$ cat src/hdl/decode_cfg.svh
`ifndef DECODE_CFG_SVH
`define DECODE_CFG_SVH

// Data word and bus address widths
`define DEC_DATA_W 32
`define DEC_ADR_W 6

// Register index width
`define DEC_REG_AW 5

// Bundle FIFO entries
`define DEC_FIFO_DEPTH 4

// Slave address that issues an instruction, lower ones hit the register file
`define DEC_INST_ADR 32

// Link register written by jal
`define DEC_LINK_REG 31

`endif

$ cat src/hdl/decodePkg.sv
`default_nettype none

`include "decode_cfg.svh"

package decodePkg;

    // Primary opcode, bits 31:26
    typedef enum logic [5:0] {
        rType = 6'h00,
        bltz  = 6'h01,
        j     = 6'h02,
        jal   = 6'h03,
        beq   = 6'h04,
        bne   = 6'h05,
        bgtz  = 6'h07,
        addi  = 6'h08,
        andi  = 6'h0c,
        ori   = 6'h0d,
        xori  = 6'h0e,
        lui   = 6'h0f
    } instOp_e;

    // R-type function field, bits 5:0
    typedef enum logic [5:0] {
        fSll = 6'h00,
        fSrl = 6'h02,
        fSra = 6'h03,
        fJr  = 6'h08,
        fAdd = 6'h20,
        fSub = 6'h22,
        fAnd = 6'h24,
        fOr  = 6'h25,
        fXor = 6'h26,
        fSlt = 6'h2a
    } funct_e;

    typedef enum logic [3:0] {
        opNop,
        opAdd,
        opSub,
        opAnd,
        opOr,
        opXor,
        opSlt,
        opSll,
        opSrl,
        opSra,
        opPass
    } aluOp_e;

    typedef struct packed {
        logic                   cyc;
        logic                   stb;
        logic                   we;
        logic [`DEC_ADR_W-1:0]  adr;
        logic [`DEC_DATA_W-1:0] dat;
    } wbReq_t;

    typedef struct packed {
        aluOp_e                 op;
        logic [`DEC_REG_AW-1:0] regcAddr;
        logic                   regcWrite;
        logic [`DEC_DATA_W-1:0] operandA;
        logic [`DEC_DATA_W-1:0] operandB;
        logic [`DEC_DATA_W-1:0] jumpAddr;
        logic                   jumpTaken;
        logic [`DEC_DATA_W-1:0] pc;
    } decodedOp_t;

    typedef struct packed {
        logic       cyc;
        logic       stb;
        logic       we;
        decodedOp_t dat;
    } wbOut_t;

endpackage

`default_nettype wire

$ cat src/hdl/regFile.sv
`timescale 1ns/1ps
`default_nettype none

`include "decode_cfg.svh"

module regFile (
    input  wire logic                   clk,
    input  wire logic                   rstN,
    input  wire logic                   we,
    input  wire logic [`DEC_REG_AW-1:0] wAddr,
    input  wire logic [`DEC_DATA_W-1:0] wData,
    input  wire logic [`DEC_REG_AW-1:0] rAddrA,
    input  wire logic [`DEC_REG_AW-1:0] rAddrB,
    output logic      [`DEC_DATA_W-1:0] rDataA,
    output logic      [`DEC_DATA_W-1:0] rDataB
);

    localparam int NumRegs = 1 << `DEC_REG_AW;

    logic [`DEC_DATA_W-1:0] regs [NumRegs];

    always_ff @(posedge clk)
    begin
        if (!rstN)
        begin
            for (int i = 0; i < NumRegs; i++)
                regs[i] <= '0;
        end
        else if (we && wAddr != '0)
        begin
            regs[wAddr] <= wData;
        end
    end

    // r0 always reads as zero
    assign rDataA = (rAddrA == '0) ? '0 : regs[rAddrA];
    assign rDataB = (rAddrB == '0) ? '0 : regs[rAddrB];

endmodule

`default_nettype wire

$ cat src/hdl/instDecoder.sv
`timescale 1ns/1ps
`default_nettype none

`include "decode_cfg.svh"

module instDecoder (
    input  wire logic                  clk,
    input  wire logic                  rstN,
    input  wire decodePkg::wbReq_t     wbIn,
    output logic                       ack,
    input  wire logic                  fifoFull,
    output logic                       push,
    output decodePkg::decodedOp_t      bundle
);

    localparam logic [`DEC_REG_AW-1:0] LinkReg = `DEC_LINK_REG;

    logic [`DEC_DATA_W-1:0] pc;
    logic [`DEC_DATA_W-1:0] npc;
    logic [`DEC_DATA_W-1:0] inst;
    logic [`DEC_DATA_W-1:0] imm;
    logic [`DEC_DATA_W-1:0] rDataA;
    logic [`DEC_DATA_W-1:0] rDataB;
    logic [`DEC_DATA_W-1:0] branchAddr;
    logic [`DEC_DATA_W-1:0] jumpTarget;
    logic [`DEC_REG_AW-1:0] rs;
    logic [`DEC_REG_AW-1:0] rt;
    logic [`DEC_REG_AW-1:0] rd;
    logic                   regARead;
    logic                   regBRead;
    logic                   sel;
    logic                   isInst;
    logic                   regWe;

    function automatic decodePkg::aluOp_e opFor(input logic [5:0] opcode,
                                                input logic [5:0] funct);
        decodePkg::aluOp_e res;
        res = decodePkg::opNop;
        case (opcode)
            decodePkg::addi: res = decodePkg::opAdd;
            decodePkg::andi: res = decodePkg::opAnd;
            decodePkg::ori:  res = decodePkg::opOr;
            decodePkg::xori: res = decodePkg::opXor;
            decodePkg::lui:  res = decodePkg::opPass;
            decodePkg::jal:  res = decodePkg::opPass;
            decodePkg::rType:
            begin
                case (funct)
                    decodePkg::fAdd: res = decodePkg::opAdd;
                    decodePkg::fSub: res = decodePkg::opSub;
                    decodePkg::fAnd: res = decodePkg::opAnd;
                    decodePkg::fOr:  res = decodePkg::opOr;
                    decodePkg::fXor: res = decodePkg::opXor;
                    decodePkg::fSlt: res = decodePkg::opSlt;
                    decodePkg::fSll: res = decodePkg::opSll;
                    decodePkg::fSrl: res = decodePkg::opSrl;
                    decodePkg::fSra: res = decodePkg::opSra;
                    default:         res = decodePkg::opNop;
                endcase
            end
            default: res = decodePkg::opNop;
        endcase
        return res;
    endfunction

    assign inst = wbIn.dat;
    assign rs   = inst[25:21];
    assign rt   = inst[20:16];
    assign rd   = inst[15:11];

    assign npc        = pc + `DEC_DATA_W'(4);
    assign branchAddr = npc + {{(`DEC_DATA_W-18){inst[15]}}, inst[15:0], 2'b00};
    assign jumpTarget = {npc[`DEC_DATA_W-1 -: 4], inst[25:0], 2'b00};

    // Slave side
    assign sel    = wbIn.cyc && wbIn.stb;
    assign isInst = wbIn.adr == `DEC_INST_ADR;
    assign regWe  = ack && wbIn.we && (wbIn.adr < `DEC_INST_ADR);
    assign push   = ack && wbIn.we && isInst;

    regFile u_regFile (
        .clk    (clk),
        .rstN   (rstN),
        .we     (regWe),
        .wAddr  (wbIn.adr[`DEC_REG_AW-1:0]),
        .wData  (wbIn.dat),
        .rAddrA (rs),
        .rAddrB (rt),
        .rDataA (rDataA),
        .rDataB (rDataB)
    );

    always_comb
    begin
        bundle    = '0;
        bundle.pc = pc;
        bundle.op = opFor(inst[31:26], inst[5:0]);
        regARead  = 1'b0;
        regBRead  = 1'b0;
        imm       = '0;
        case (inst[31:26])
            decodePkg::rType:
            begin
                case (inst[5:0])
                    decodePkg::fAdd, decodePkg::fSub, decodePkg::fAnd,
                    decodePkg::fOr, decodePkg::fXor, decodePkg::fSlt:
                    begin
                        regARead         = 1'b1;
                        regBRead         = 1'b1;
                        bundle.regcWrite = 1'b1;
                        bundle.regcAddr  = rd;
                    end
                    decodePkg::fSll, decodePkg::fSrl, decodePkg::fSra:
                    begin
                        regBRead         = 1'b1;
                        imm              = {{(`DEC_DATA_W-5){1'b0}}, inst[10:6]};
                        bundle.regcWrite = 1'b1;
                        bundle.regcAddr  = rd;
                    end
                    decodePkg::fJr:
                    begin
                        regARead         = 1'b1;
                        bundle.jumpTaken = 1'b1;
                        bundle.jumpAddr  = rDataA;
                    end
                    default:
                    begin
                        regARead = 1'b0;
                    end
                endcase
            end
            decodePkg::addi, decodePkg::andi, decodePkg::ori, decodePkg::xori:
            begin
                regARead         = 1'b1;
                imm              = {{(`DEC_DATA_W-16){1'b0}}, inst[15:0]};
                bundle.regcWrite = 1'b1;
                bundle.regcAddr  = rt;
            end
            decodePkg::lui:
            begin
                imm              = {inst[15:0], {(`DEC_DATA_W-16){1'b0}}};
                bundle.regcWrite = 1'b1;
                bundle.regcAddr  = rt;
            end
            decodePkg::beq, decodePkg::bne:
            begin
                regARead         = 1'b1;
                regBRead         = 1'b1;
                bundle.jumpAddr  = branchAddr;
                bundle.jumpTaken = (inst[31:26] == decodePkg::beq) ? (rDataA == rDataB)
                                                                   : (rDataA != rDataB);
            end
            decodePkg::bgtz, decodePkg::bltz:
            begin
                // Signed test of rs against zero
                regARead         = 1'b1;
                bundle.jumpAddr  = branchAddr;
                bundle.jumpTaken = (inst[31:26] == decodePkg::bgtz) ? ($signed(rDataA) > 0)
                                                                    : ($signed(rDataA) < 0);
            end
            decodePkg::j:
            begin
                bundle.jumpTaken = 1'b1;
                bundle.jumpAddr  = jumpTarget;
            end
            decodePkg::jal:
            begin
                imm              = npc;
                bundle.regcWrite = 1'b1;
                bundle.regcAddr  = LinkReg;
                bundle.jumpTaken = 1'b1;
                bundle.jumpAddr  = jumpTarget;
            end
            default:
            begin
                imm = '0;
            end
        endcase
        bundle.operandA = regARead ? rDataA : imm;
        bundle.operandB = regBRead ? rDataB : imm;
    end

    // Ack one cycle after stb, instructions also wait for FIFO room
    always_ff @(posedge clk)
    begin
        if (!rstN)
        begin
            ack <= 1'b0;
            pc  <= '0;
        end
        else
        begin
            ack <= sel && !ack && (!isInst || !fifoFull);
            if (push)
                pc <= bundle.jumpTaken ? bundle.jumpAddr : npc;
        end
    end

endmodule

`default_nettype wire

$ cat src/hdl/decodeFifo.sv
`timescale 1ns/1ps
`default_nettype none

`include "decode_cfg.svh"

module decodeFifo (
    input  wire logic                  clk,
    input  wire logic                  rstN,
    input  wire logic                  push,
    input  wire decodePkg::decodedOp_t pushData,
    input  wire logic                  pop,
    output decodePkg::decodedOp_t      popData,
    output logic                       full,
    output logic                       empty
);

    localparam int Depth = `DEC_FIFO_DEPTH;
    localparam int PtrW  = (Depth > 1) ? $clog2(Depth) : 1;
    localparam int CntW  = $clog2(Depth + 1);

    decodePkg::decodedOp_t mem [Depth];

    logic [PtrW-1:0] wrPtr;
    logic [PtrW-1:0] rdPtr;
    logic [CntW-1:0] count;
    logic            doPush;
    logic            doPop;

    assign doPush = push && !full;
    assign doPop  = pop && !empty;

    always_ff @(posedge clk)
    begin
        if (doPush)
            mem[wrPtr] <= pushData;
    end

    always_ff @(posedge clk)
    begin
        if (!rstN)
        begin
            wrPtr <= '0;
            rdPtr <= '0;
            count <= '0;
        end
        else
        begin
            if (doPush)
                wrPtr <= (wrPtr == PtrW'(Depth - 1)) ? '0 : wrPtr + 1'b1;
            if (doPop)
                rdPtr <= (rdPtr == PtrW'(Depth - 1)) ? '0 : rdPtr + 1'b1;
            if (doPush && !doPop)
                count <= count + 1'b1;
            else if (doPop && !doPush)
                count <= count - 1'b1;
        end
    end

    assign popData = mem[rdPtr];
    assign full    = count == CntW'(Depth);
    assign empty   = count == '0;

endmodule

`default_nettype wire

$ cat src/hdl/wbIssueMaster.sv
`timescale 1ns/1ps
`default_nettype none

module wbIssueMaster (
    input  wire logic                  clk,
    input  wire logic                  rstN,
    input  wire logic                  empty,
    input  wire decodePkg::decodedOp_t headData,
    output logic                       pop,
    output decodePkg::wbOut_t          wbOut,
    input  wire logic                  ack
);

    typedef enum logic {
        stIdle,
        stBusy
    } state_e;

    state_e                state;
    decodePkg::decodedOp_t datQ;

    always_ff @(posedge clk)
    begin
        if (!rstN)
        begin
            state <= stIdle;
        end
        else
        begin
            case (state)
                stIdle:
                    if (!empty)
                        state <= stBusy;
                stBusy:
                    if (ack)
                        state <= stIdle;
                default:
                    state <= stIdle;
            endcase
        end
    end

    // Latch the head as the cycle opens
    always_ff @(posedge clk)
    begin
        if (state == stIdle && !empty)
            datQ <= headData;
    end

    // Head leaves the FIFO on the acked beat
    assign pop = (state == stBusy) && ack;

    always_comb
    begin
        wbOut.cyc = state == stBusy;
        wbOut.stb = state == stBusy;
        wbOut.we  = 1'b1;
        wbOut.dat = datQ;
    end

endmodule

`default_nettype wire

$ cat src/hdl/decodeTop.sv
`timescale 1ns/1ps
`default_nettype none

module decodeTop (
    input  wire logic              clk,
    input  wire logic              rstN,
    input  wire decodePkg::wbReq_t wbIn,
    output logic                   wbInAck,
    output decodePkg::wbOut_t      wbOut,
    input  wire logic              wbOutAck
);

    decodePkg::decodedOp_t pushData;
    decodePkg::decodedOp_t headData;
    logic                  push;
    logic                  pop;
    logic                  fifoFull;
    logic                  fifoEmpty;

    instDecoder u_instDecoder (
        .clk      (clk),
        .rstN     (rstN),
        .wbIn     (wbIn),
        .ack      (wbInAck),
        .fifoFull (fifoFull),
        .push     (push),
        .bundle   (pushData)
    );

    decodeFifo u_decodeFifo (
        .clk      (clk),
        .rstN     (rstN),
        .push     (push),
        .pushData (pushData),
        .pop      (pop),
        .popData  (headData),
        .full     (fifoFull),
        .empty    (fifoEmpty)
    );

    wbIssueMaster u_wbIssueMaster (
        .clk      (clk),
        .rstN     (rstN),
        .empty    (fifoEmpty),
        .headData (headData),
        .pop      (pop),
        .wbOut    (wbOut),
        .ack      (wbOutAck)
    );

endmodule

`default_nettype wire

$ cat config.mk
export PLATFORM = sky130hd
export DESIGN_NAME = decodeTop
export DESIGN_NICKNAME = d
export VERILOG_FILES = /design/src/hdl/decodePkg.sv /design/src/hdl/regFile.sv /design/src/hdl/instDecoder.sv /design/src/hdl/decodeFifo.sv /design/src/hdl/wbIssueMaster.sv /design/src/hdl/decodeTop.sv
export VERILOG_INCLUDE_DIRS = /design/src /design/src/hdl
export SDC_FILE = /design/constraint.sdc
export NUM_CORES = 2
export LEC_CHECK = 0
export BUFFER_PORTS_ARGS = -buffer_cell sky130_fd_sc_hd__buf_2
export CAP_MARGIN = 40
export CORE_ASPECT_RATIO = 0.7
export CORE_MARGIN = 10
export CORE_UTILIZATION = 44
export DETAILED_ROUTE_END_ITERATION = 8
export PLACE_DENSITY = 0.65
export SLEW_MARGIN = 30
export SYNTH_ARGS = -nofsm -noshare
export SYNTH_HDL_FRONTEND = slang
export SYNTH_HIERARCHICAL = 1
export SYNTH_SLANG_ARGS = --single-unit
$ cat constraint.sdc
create_clock -name clk -period 10.2 [get_ports clk]
set_input_delay 2.04 -clock clk [delete_from_list [all_inputs] [get_ports clk]]
set_output_delay 2.04 -clock clk [all_outputs]
set_load 0.005 [all_outputs]
## Word-level counts from Yosys, hierarchy flattened

Memory sizes are Yosys's and may differ from the RTL's. A register that Yosys moved wholly into a read port is not among the register bits.
Index checks and enable logic that the tools add are counted.

- Word-level logic and storage cells: 117
- Bits in writable memories: 1,580
- Memories kept: 2
- Register bits after elaboration: 41

Memory list:

| memory | words | bits a word | read ports | clocked after memory_dff | write ports | line | source |
|---|---|---|---|---|---|---|---|
| u_instDecoder.u_regFile.regs | 32 | 32 | 2 | 0 | 32 | regFile.sv:20 | `` logic [`DEC_DATA_W-1:0] regs [NumRegs]; `` |
| u_decodeFifo.mem | 4 | 139 | 1 | 1 | 1 | decodeFifo.sv:21 | `decodePkg::decodedOp_t mem [Depth];` |

- Muxes and demuxes: 35
- Order comparisons: 3
- Reduce and logical (&&, ||, !) cells: 38
- Bitwise operators: 1
- Equality and inequality tests: 26
- Add/sub/neg operators: 6

Operators by type and width:

| operator | number |
|---|---|
| 32-bit 2-to-1 mux | 6 |
| 33-bit one-hot mux with 4 select lines | 1 |
| 32-bit one-hot mux with 4 select lines | 1 |
| 6-bit equality test (second input constant) | 7 |
| 6-bit by 4-bit equality test with 1-bit output (second input constant) | 6 |
| 4-bit one-hot mux with 9 select lines | 1 |
| 33-bit 2-to-1 mux | 1 |
| 32-bit by 3-bit adder with 32-bit output (second input constant) | 1 |
| 32-bit adder | 1 |
| 32-bit equality test | 1 |
| 32-bit by 1-bit greater-than comparator with 1-bit output (second input constant) | 1 |
| 32-bit by 1-bit less-than comparator with 1-bit output (second input constant) | 1 |
| 32-bit != test | 1 |
| 32-bit OR reduction | 1 |
| 6-bit by 2-bit equality test with 1-bit output (second input constant) | 4 |
| 4-bit one-hot mux with 6 select lines | 1 |
| 6-bit by 3-bit equality test with 1-bit output (second input constant) | 3 |
| 6-bit one-hot mux with 3 select lines | 1 |
| 1-bit logical AND | 13 |
| 1-bit 2-to-1 mux | 13 |
| 6-bit zero test | 2 |
| 5-bit zero test | 2 |
| 5-bit 2-to-1 mux | 2 |
| 9-bit OR reduction | 1 |
| other kinds (23) | 37 |

## Depth between registers and ports, before layout

- Depth in word-level cells: 8
- Mapped depth: 20
- Depth with buffers taken out: 17

## Cells and area by module

The synthesis kept the hierarchy.

By module, submodules not included:

| module | area an instance (sq um) | instances | sequential area each (sq um) | cells each |
|---|---|---|---|---|
| regFile | 54,204.5 | 1 | 30,749.5 | 3,509 |
| decodeFifo | 20,544.7 | 1 | 16,876.2 | 777 |
| instDecoder | 6,080.8 | 1 | 660.6 | 901 |
| wbIssueMaster | 4,251.6 | 1 | 4,194.0 | 148 |

## Worst setup path before layout

OpenSTA, ideal clock, no wires.

- Path type: in2reg
- Start point: input port wbIn[35] (netlist name)
- End point: memory u_decodeFifo/mem[0][0] (netlist name), enable pin
- Setup slack: 2,560 ps
- Data required time: 9,685 ps
- Arrival time: 7,125 ps
- Stages on the path: 9
- Library setup time: 515 ps
- Buffers on the path: 3
- Path through: or4b_1 nor3_1 nand3_1 inv_1 clkbuf_1 clkbuf_1 nor2b_1 clkbuf_1 and2_1

- Cells in the longest elaborated chain, start to end: 5

Ends and longest elaborated chain:

| item | line | source |
|---|---|---|
| start, declared | decodeTop.sv:7 | `input wire decodePkg::wbReq_t wbIn,` |
| 6-bit equality test (no line) | -- |  |
| 1-bit logical AND | instDecoder.sv:79 | `assign push = ack && wbIn.we && isInst;` |
| named net push | decodeTop.sv:15 | `logic push;` |
| 1-bit logical AND | decodeFifo.sv:29 | `assign doPush = push && !full;` |
| named net u_decodeFifo.doPush | decodeFifo.sv:26 | `logic doPush;` |
| 1-bit 2-to-1 mux | decodeFifo.sv:34 | `if (doPush)` |
| 1-bit 2-to-1 mux (not written as such) | decodeFifo.sv:35 | `mem[wrPtr] <= pushData;` |
| end, declared | decodeFifo.sv:21 |  |

The timed path passes the listed nets, and every way through them passes these cells.

==> impl_metrics.py <==
metrics = {
    "outcome": {
        "status": "finished, final reports clean",
    },
    "sta": {
        "worst_pin_slew_ps": 1060,
        "rsz0062_at_grt": "no",
        "post-route-period-util": 0.724,
        "worst_slack_ps": 2810,
        "slew_headroom": 0.292,
        "slew_viol_final": 0,
        "finalSetupViolCount": 0,
        "fin_setup_tns_ps": 0,
        "fin_skew_ps": 39.6,
        "hold_violations": 0,
        "fmax_mhz": 135,
        "fin_crit_ps": 7390,
    },
    "cells_and_area": {
        "area_growth_syn_to_layout_pct": 11.9,
        "seq_area_sq_mm": 0.0525,
        "multi_input_area_sq_mm": 0.0307,
        "fin_util": 0.497,
        "drive_gt1_frac": 0.251,
        "final_cells": 8204,
        "final_nets": 5556,
        "num-fill-cells": 15900,
    },
    "route": {
        "wl_per_cell_um": 33.2,
        "drt_iter0_markers": 9325,
        "routed_via_density": 6.44,
        "ant_nets": 0,
        "first_pass_iters": 9,
        "vias": 52800,
        "drc_errors": 0,
        "totalWireLength_um": 272000,
    },
    "logic_synthesis": {
        "synthDistinctLibCells": 83,
        "synth.avg_cell_area_sq_um": 15.9,
        "syn_area_sq_mm": 0.0851,
        "synth_area_leaders": "edfxtp_1 61%, mux4_2 16%, and2_1 7.4%, mux2i_1 1.9%, clkbuf_1 1.4%",
        "synth-edff-count": 1719,
        "synth_seq_cells": 1762,
        "synth_ff_type": "edfxtp_1",
        "synth_top_area_frac": 0.607,
        "ys_seq_area_frac": 0.617,
        "synth_area_leader_cell": "edfxtp_1",
        "synthArstFlopShare": 0,
        "synthCells": 5335,
        "yosys_warnings": 6,
    },
    "placement": {
        "dp_slack_ps": 2260,
        "dp.cells": 7873,
        "io_buffers": 185,
        "dp_hpwl_um": 175000,
        "gp_congestion": 0.953,
    },
    "cts": {
        "root_buffer": "clkbuf_16",
        "clockBufferDepth": 3,
        "postCtsSetupRepairBufs": 0,
        "cts_hold_buf": 0,
        "tritoncts": "yes",
        "ctsHtreeMaxLevel": 4,
        "clock_sinks": 1762,
        "clk_latency_ps": 840,
        "numCtsBuffers": 166,
        "cts_resized": 0,
        "clkTransAtPathRegs_ps": 60,
    },
    "grt": {
        "grt.total_usage": 0.249,
        "grt_max_degree": 102,
        "antenna_found_initial": 33,
        "grt_overflow": 0,
        "grt_pass1_wl_um": 386000,
        "grt_pass1_vias": 51400,
    },
    "worst_setup_path": {
        "crit_start": "wbIn[16]",
        "crit_type": "in2reg",
        "worstPathRequired_ps": 10930,
        "r2r-start": "u_instDecoder/pc[2]$_SDFFE_PN0P_",
        "cp_data_arrival_time_ps": 8120,
        "worst_r2r_path_depth": 16,
        "crit_path_end": "u_instDecoder/pc[7]$_SDFFE_PN0P_",
        "crit_fanout": 64,
        "r2r_slack_ps": 4290,
        "r2r-end": "u_decodeFifo/mem[1][59]$_DFFE_PP_",
        "startpoint_type": "input pin",
        "cp-end-kind": "flip-flop",
    },
    "floorplanning": {
        "die_h_um": 388,
        "die_w_um": 546,
        "dieArea_sq_mm": 0.212,
        "core_area_sq_mm": 0.191,
        "pin_count": 187,
        "start_util": 0.444,
        "num_rows": 134,
    },
    "power_and_ir_drop": {
        "p_leak_uw": 0.0335,
        "pwr-share-comb": 0.082,
        "p_int_uw": 11900,
        "power_frac_seq": 0.518,
        "p_sw_uw": 3810,
        "swShare": 0.242,
        "pwr_density_cell_mw_per_mm2": 165,
        "power.share.clock": 0.400,
        "max-vdd-ir-drop_mv": 0.196,
    },
    "flow_run": {
        "timing.max_cap.violations": 0,
    },
    "min_path": {
        "min_path_type": "reg2reg",
    },
}
==> synthesized netlist by cell type (5+ instances only) <==
master,n
edfxtp_1,1719
and2_1,1011
mux4_2,609
clkbuf_1,319
mux2i_1,162
nand2_1,154
o21ai_0,89
nor2_1,88
o22ai_1,83
a21oi_1,71
buf_2,71
nor3_1,71
a22o_1,59
xnor2_1,59
inv_1,47
buf_4,46
dfxtp_1,43
a211oi_1,42
a22oi_1,42
ha_1,42
nand3_1,41
buf_6,36
mux2_2,32
a21o_1,30
o221ai_1,30
xor2_1,28
nand4_1,25
nor4_1,23
nor2b_1,21
a221o_1,19
a2111oi_0,18
nand2b_1,18
and3_1,15
a222oi_1,14
a2111oi_1,13
or3_1,13
buf_1,12
a31oi_1,10
o211ai_1,8
nand3b_1,7
and4_1,6
o21a_1,6
o31ai_1,6
o211a_1,5
o21bai_1,5
==> layout make-up <==
cell class | instances | area share
inverter | 48 | 0.00189
antenna | 12 | 0.000315
sequential | 1762 | 0.551
clock inverter | 112 | 0.0126
timing repair buffer | 418 | 0.0321
tap | 2584 | 0.0340
multi-input combinational | 3072 | 0.323
clock buffer | 196 | 0.0450
==> flip-flops by register name (all words and copies together), names as in the netlist, named ones only <==
register and flops:
u_instDecoder/pc 32, u_decodeFifo/count 3, u_decodeFifo/wrPtr 2, u_wbIssueMaster/wbOut 139
u_decodeFifo/mem 556, u_instDecoder/ack 1, u_decodeFifo/rdPtr 2, u_wbIssueMaster/state 1
u_instDecoder/u_regFile/regs 1024
==> critical path, cell delays in order <==
cell and delay (ps):
buf_8 560, buf_12 450, buf_4 380, mux4_2 540, a22o_1 270, a2111oi_0 590
nor3_1 280, xnor2_1 580, nand4_1 190, nor4_1 300, nand2_1 200, xnor2_1 190
a221o_2 590, buf_4 300, nor3b_1 240, o21ai_0 110, a21oi_1 160
==> power groups by stage <==
stage / combinational [uW] / clock (uW) / sequential, uW
after floorplan: 746 / 0 / 8250
after global placement: 1230 / 0 / 8270
after detailed placement: 1240 / 0 / 8280
after CTS: 1250 / 6360 / 8120
after global routing: 1320 / 6660 / 8140
final: 1290 / 6280 / 8130
==> per-layer routing <==
metal	share of wire	global-route usage
met2	0.42	0.346
met3	0.14	0.0815
met1	0.41	0.370
met5	0.00039	0.000225
met4	0.031	0.0732
==> worst min-delay path by stage <==
stage / start / depth (start not counted) / slack [ps] / to
after detailed placement: u_decodeFifo/wrPtr[1]$_SDFFE_PN0P_ / 2 / 510 / u_decodeFifo/wrPtr[1]$_SDFFE_PN0P_
after floorplan: u_instDecoder/pc[23]$_SDFFE_PN0P_ / 0 / 460 / u_decodeFifo/mem[0][23]$_DFFE_PP_
after global placement: u_decodeFifo/wrPtr[1]$_SDFFE_PN0P_ / 2 / 480 / u_decodeFifo/wrPtr[1]$_SDFFE_PN0P_
after global routing: u_decodeFifo/wrPtr[1]$_SDFFE_PN0P_ / 2 / 540 / u_decodeFifo/wrPtr[1]$_SDFFE_PN0P_
after CTS: u_decodeFifo/wrPtr[1]$_SDFFE_PN0P_ / 2 / 520 / u_decodeFifo/wrPtr[1]$_SDFFE_PN0P_
final: u_decodeFifo/wrPtr[1]$_SDFFE_PN0P_ / 2 / 510 / u_decodeFifo/wrPtr[1]$_SDFFE_PN0P_
==> layout by cell type, fill, tap and decap left out, drive strengths merged, types with 31 or more instances in the layout <==
master      n
nand3      41
a211oi     42
o22ai      83
inv        52
nor2       90
clkinv     85
dfxtp      43
mux2       32
and2     1014
mux2i     162
ha         42
nor3       71
xnor2      59
nand2     154
a22oi      42
buf       412
conb       33
edfxtp   1719
a2111oi    31
mux4      609
o21ai      91
clkbuf    200
a21oi      71
a22o       59
==> logic make-up after synthesis <==
kind of cell               Yosys count  synth area share
other                                2         0.0000883
AOI/OAI and AO/OA                  581            0.0488
muxes                              803             0.185
and+or+nand+nor                   1523             0.104
adders and majority gates           45           0.00676
buffers and inverters              532            0.0297
DFF                               1762             0.617
xor gates and xnor gates            87           0.00896
==> stage by stage <==
step                      power, uW  area [sq um]  hold WS [ps]
after global placement         9500         89300           485
after global routing          16100         95200           539
final                         15700         95200           506
after floorplan                9000         85200           458
after CTS                     15700         95000           516
after detailed placement       9520         89600           507
(Power assumes the default switching activity.)
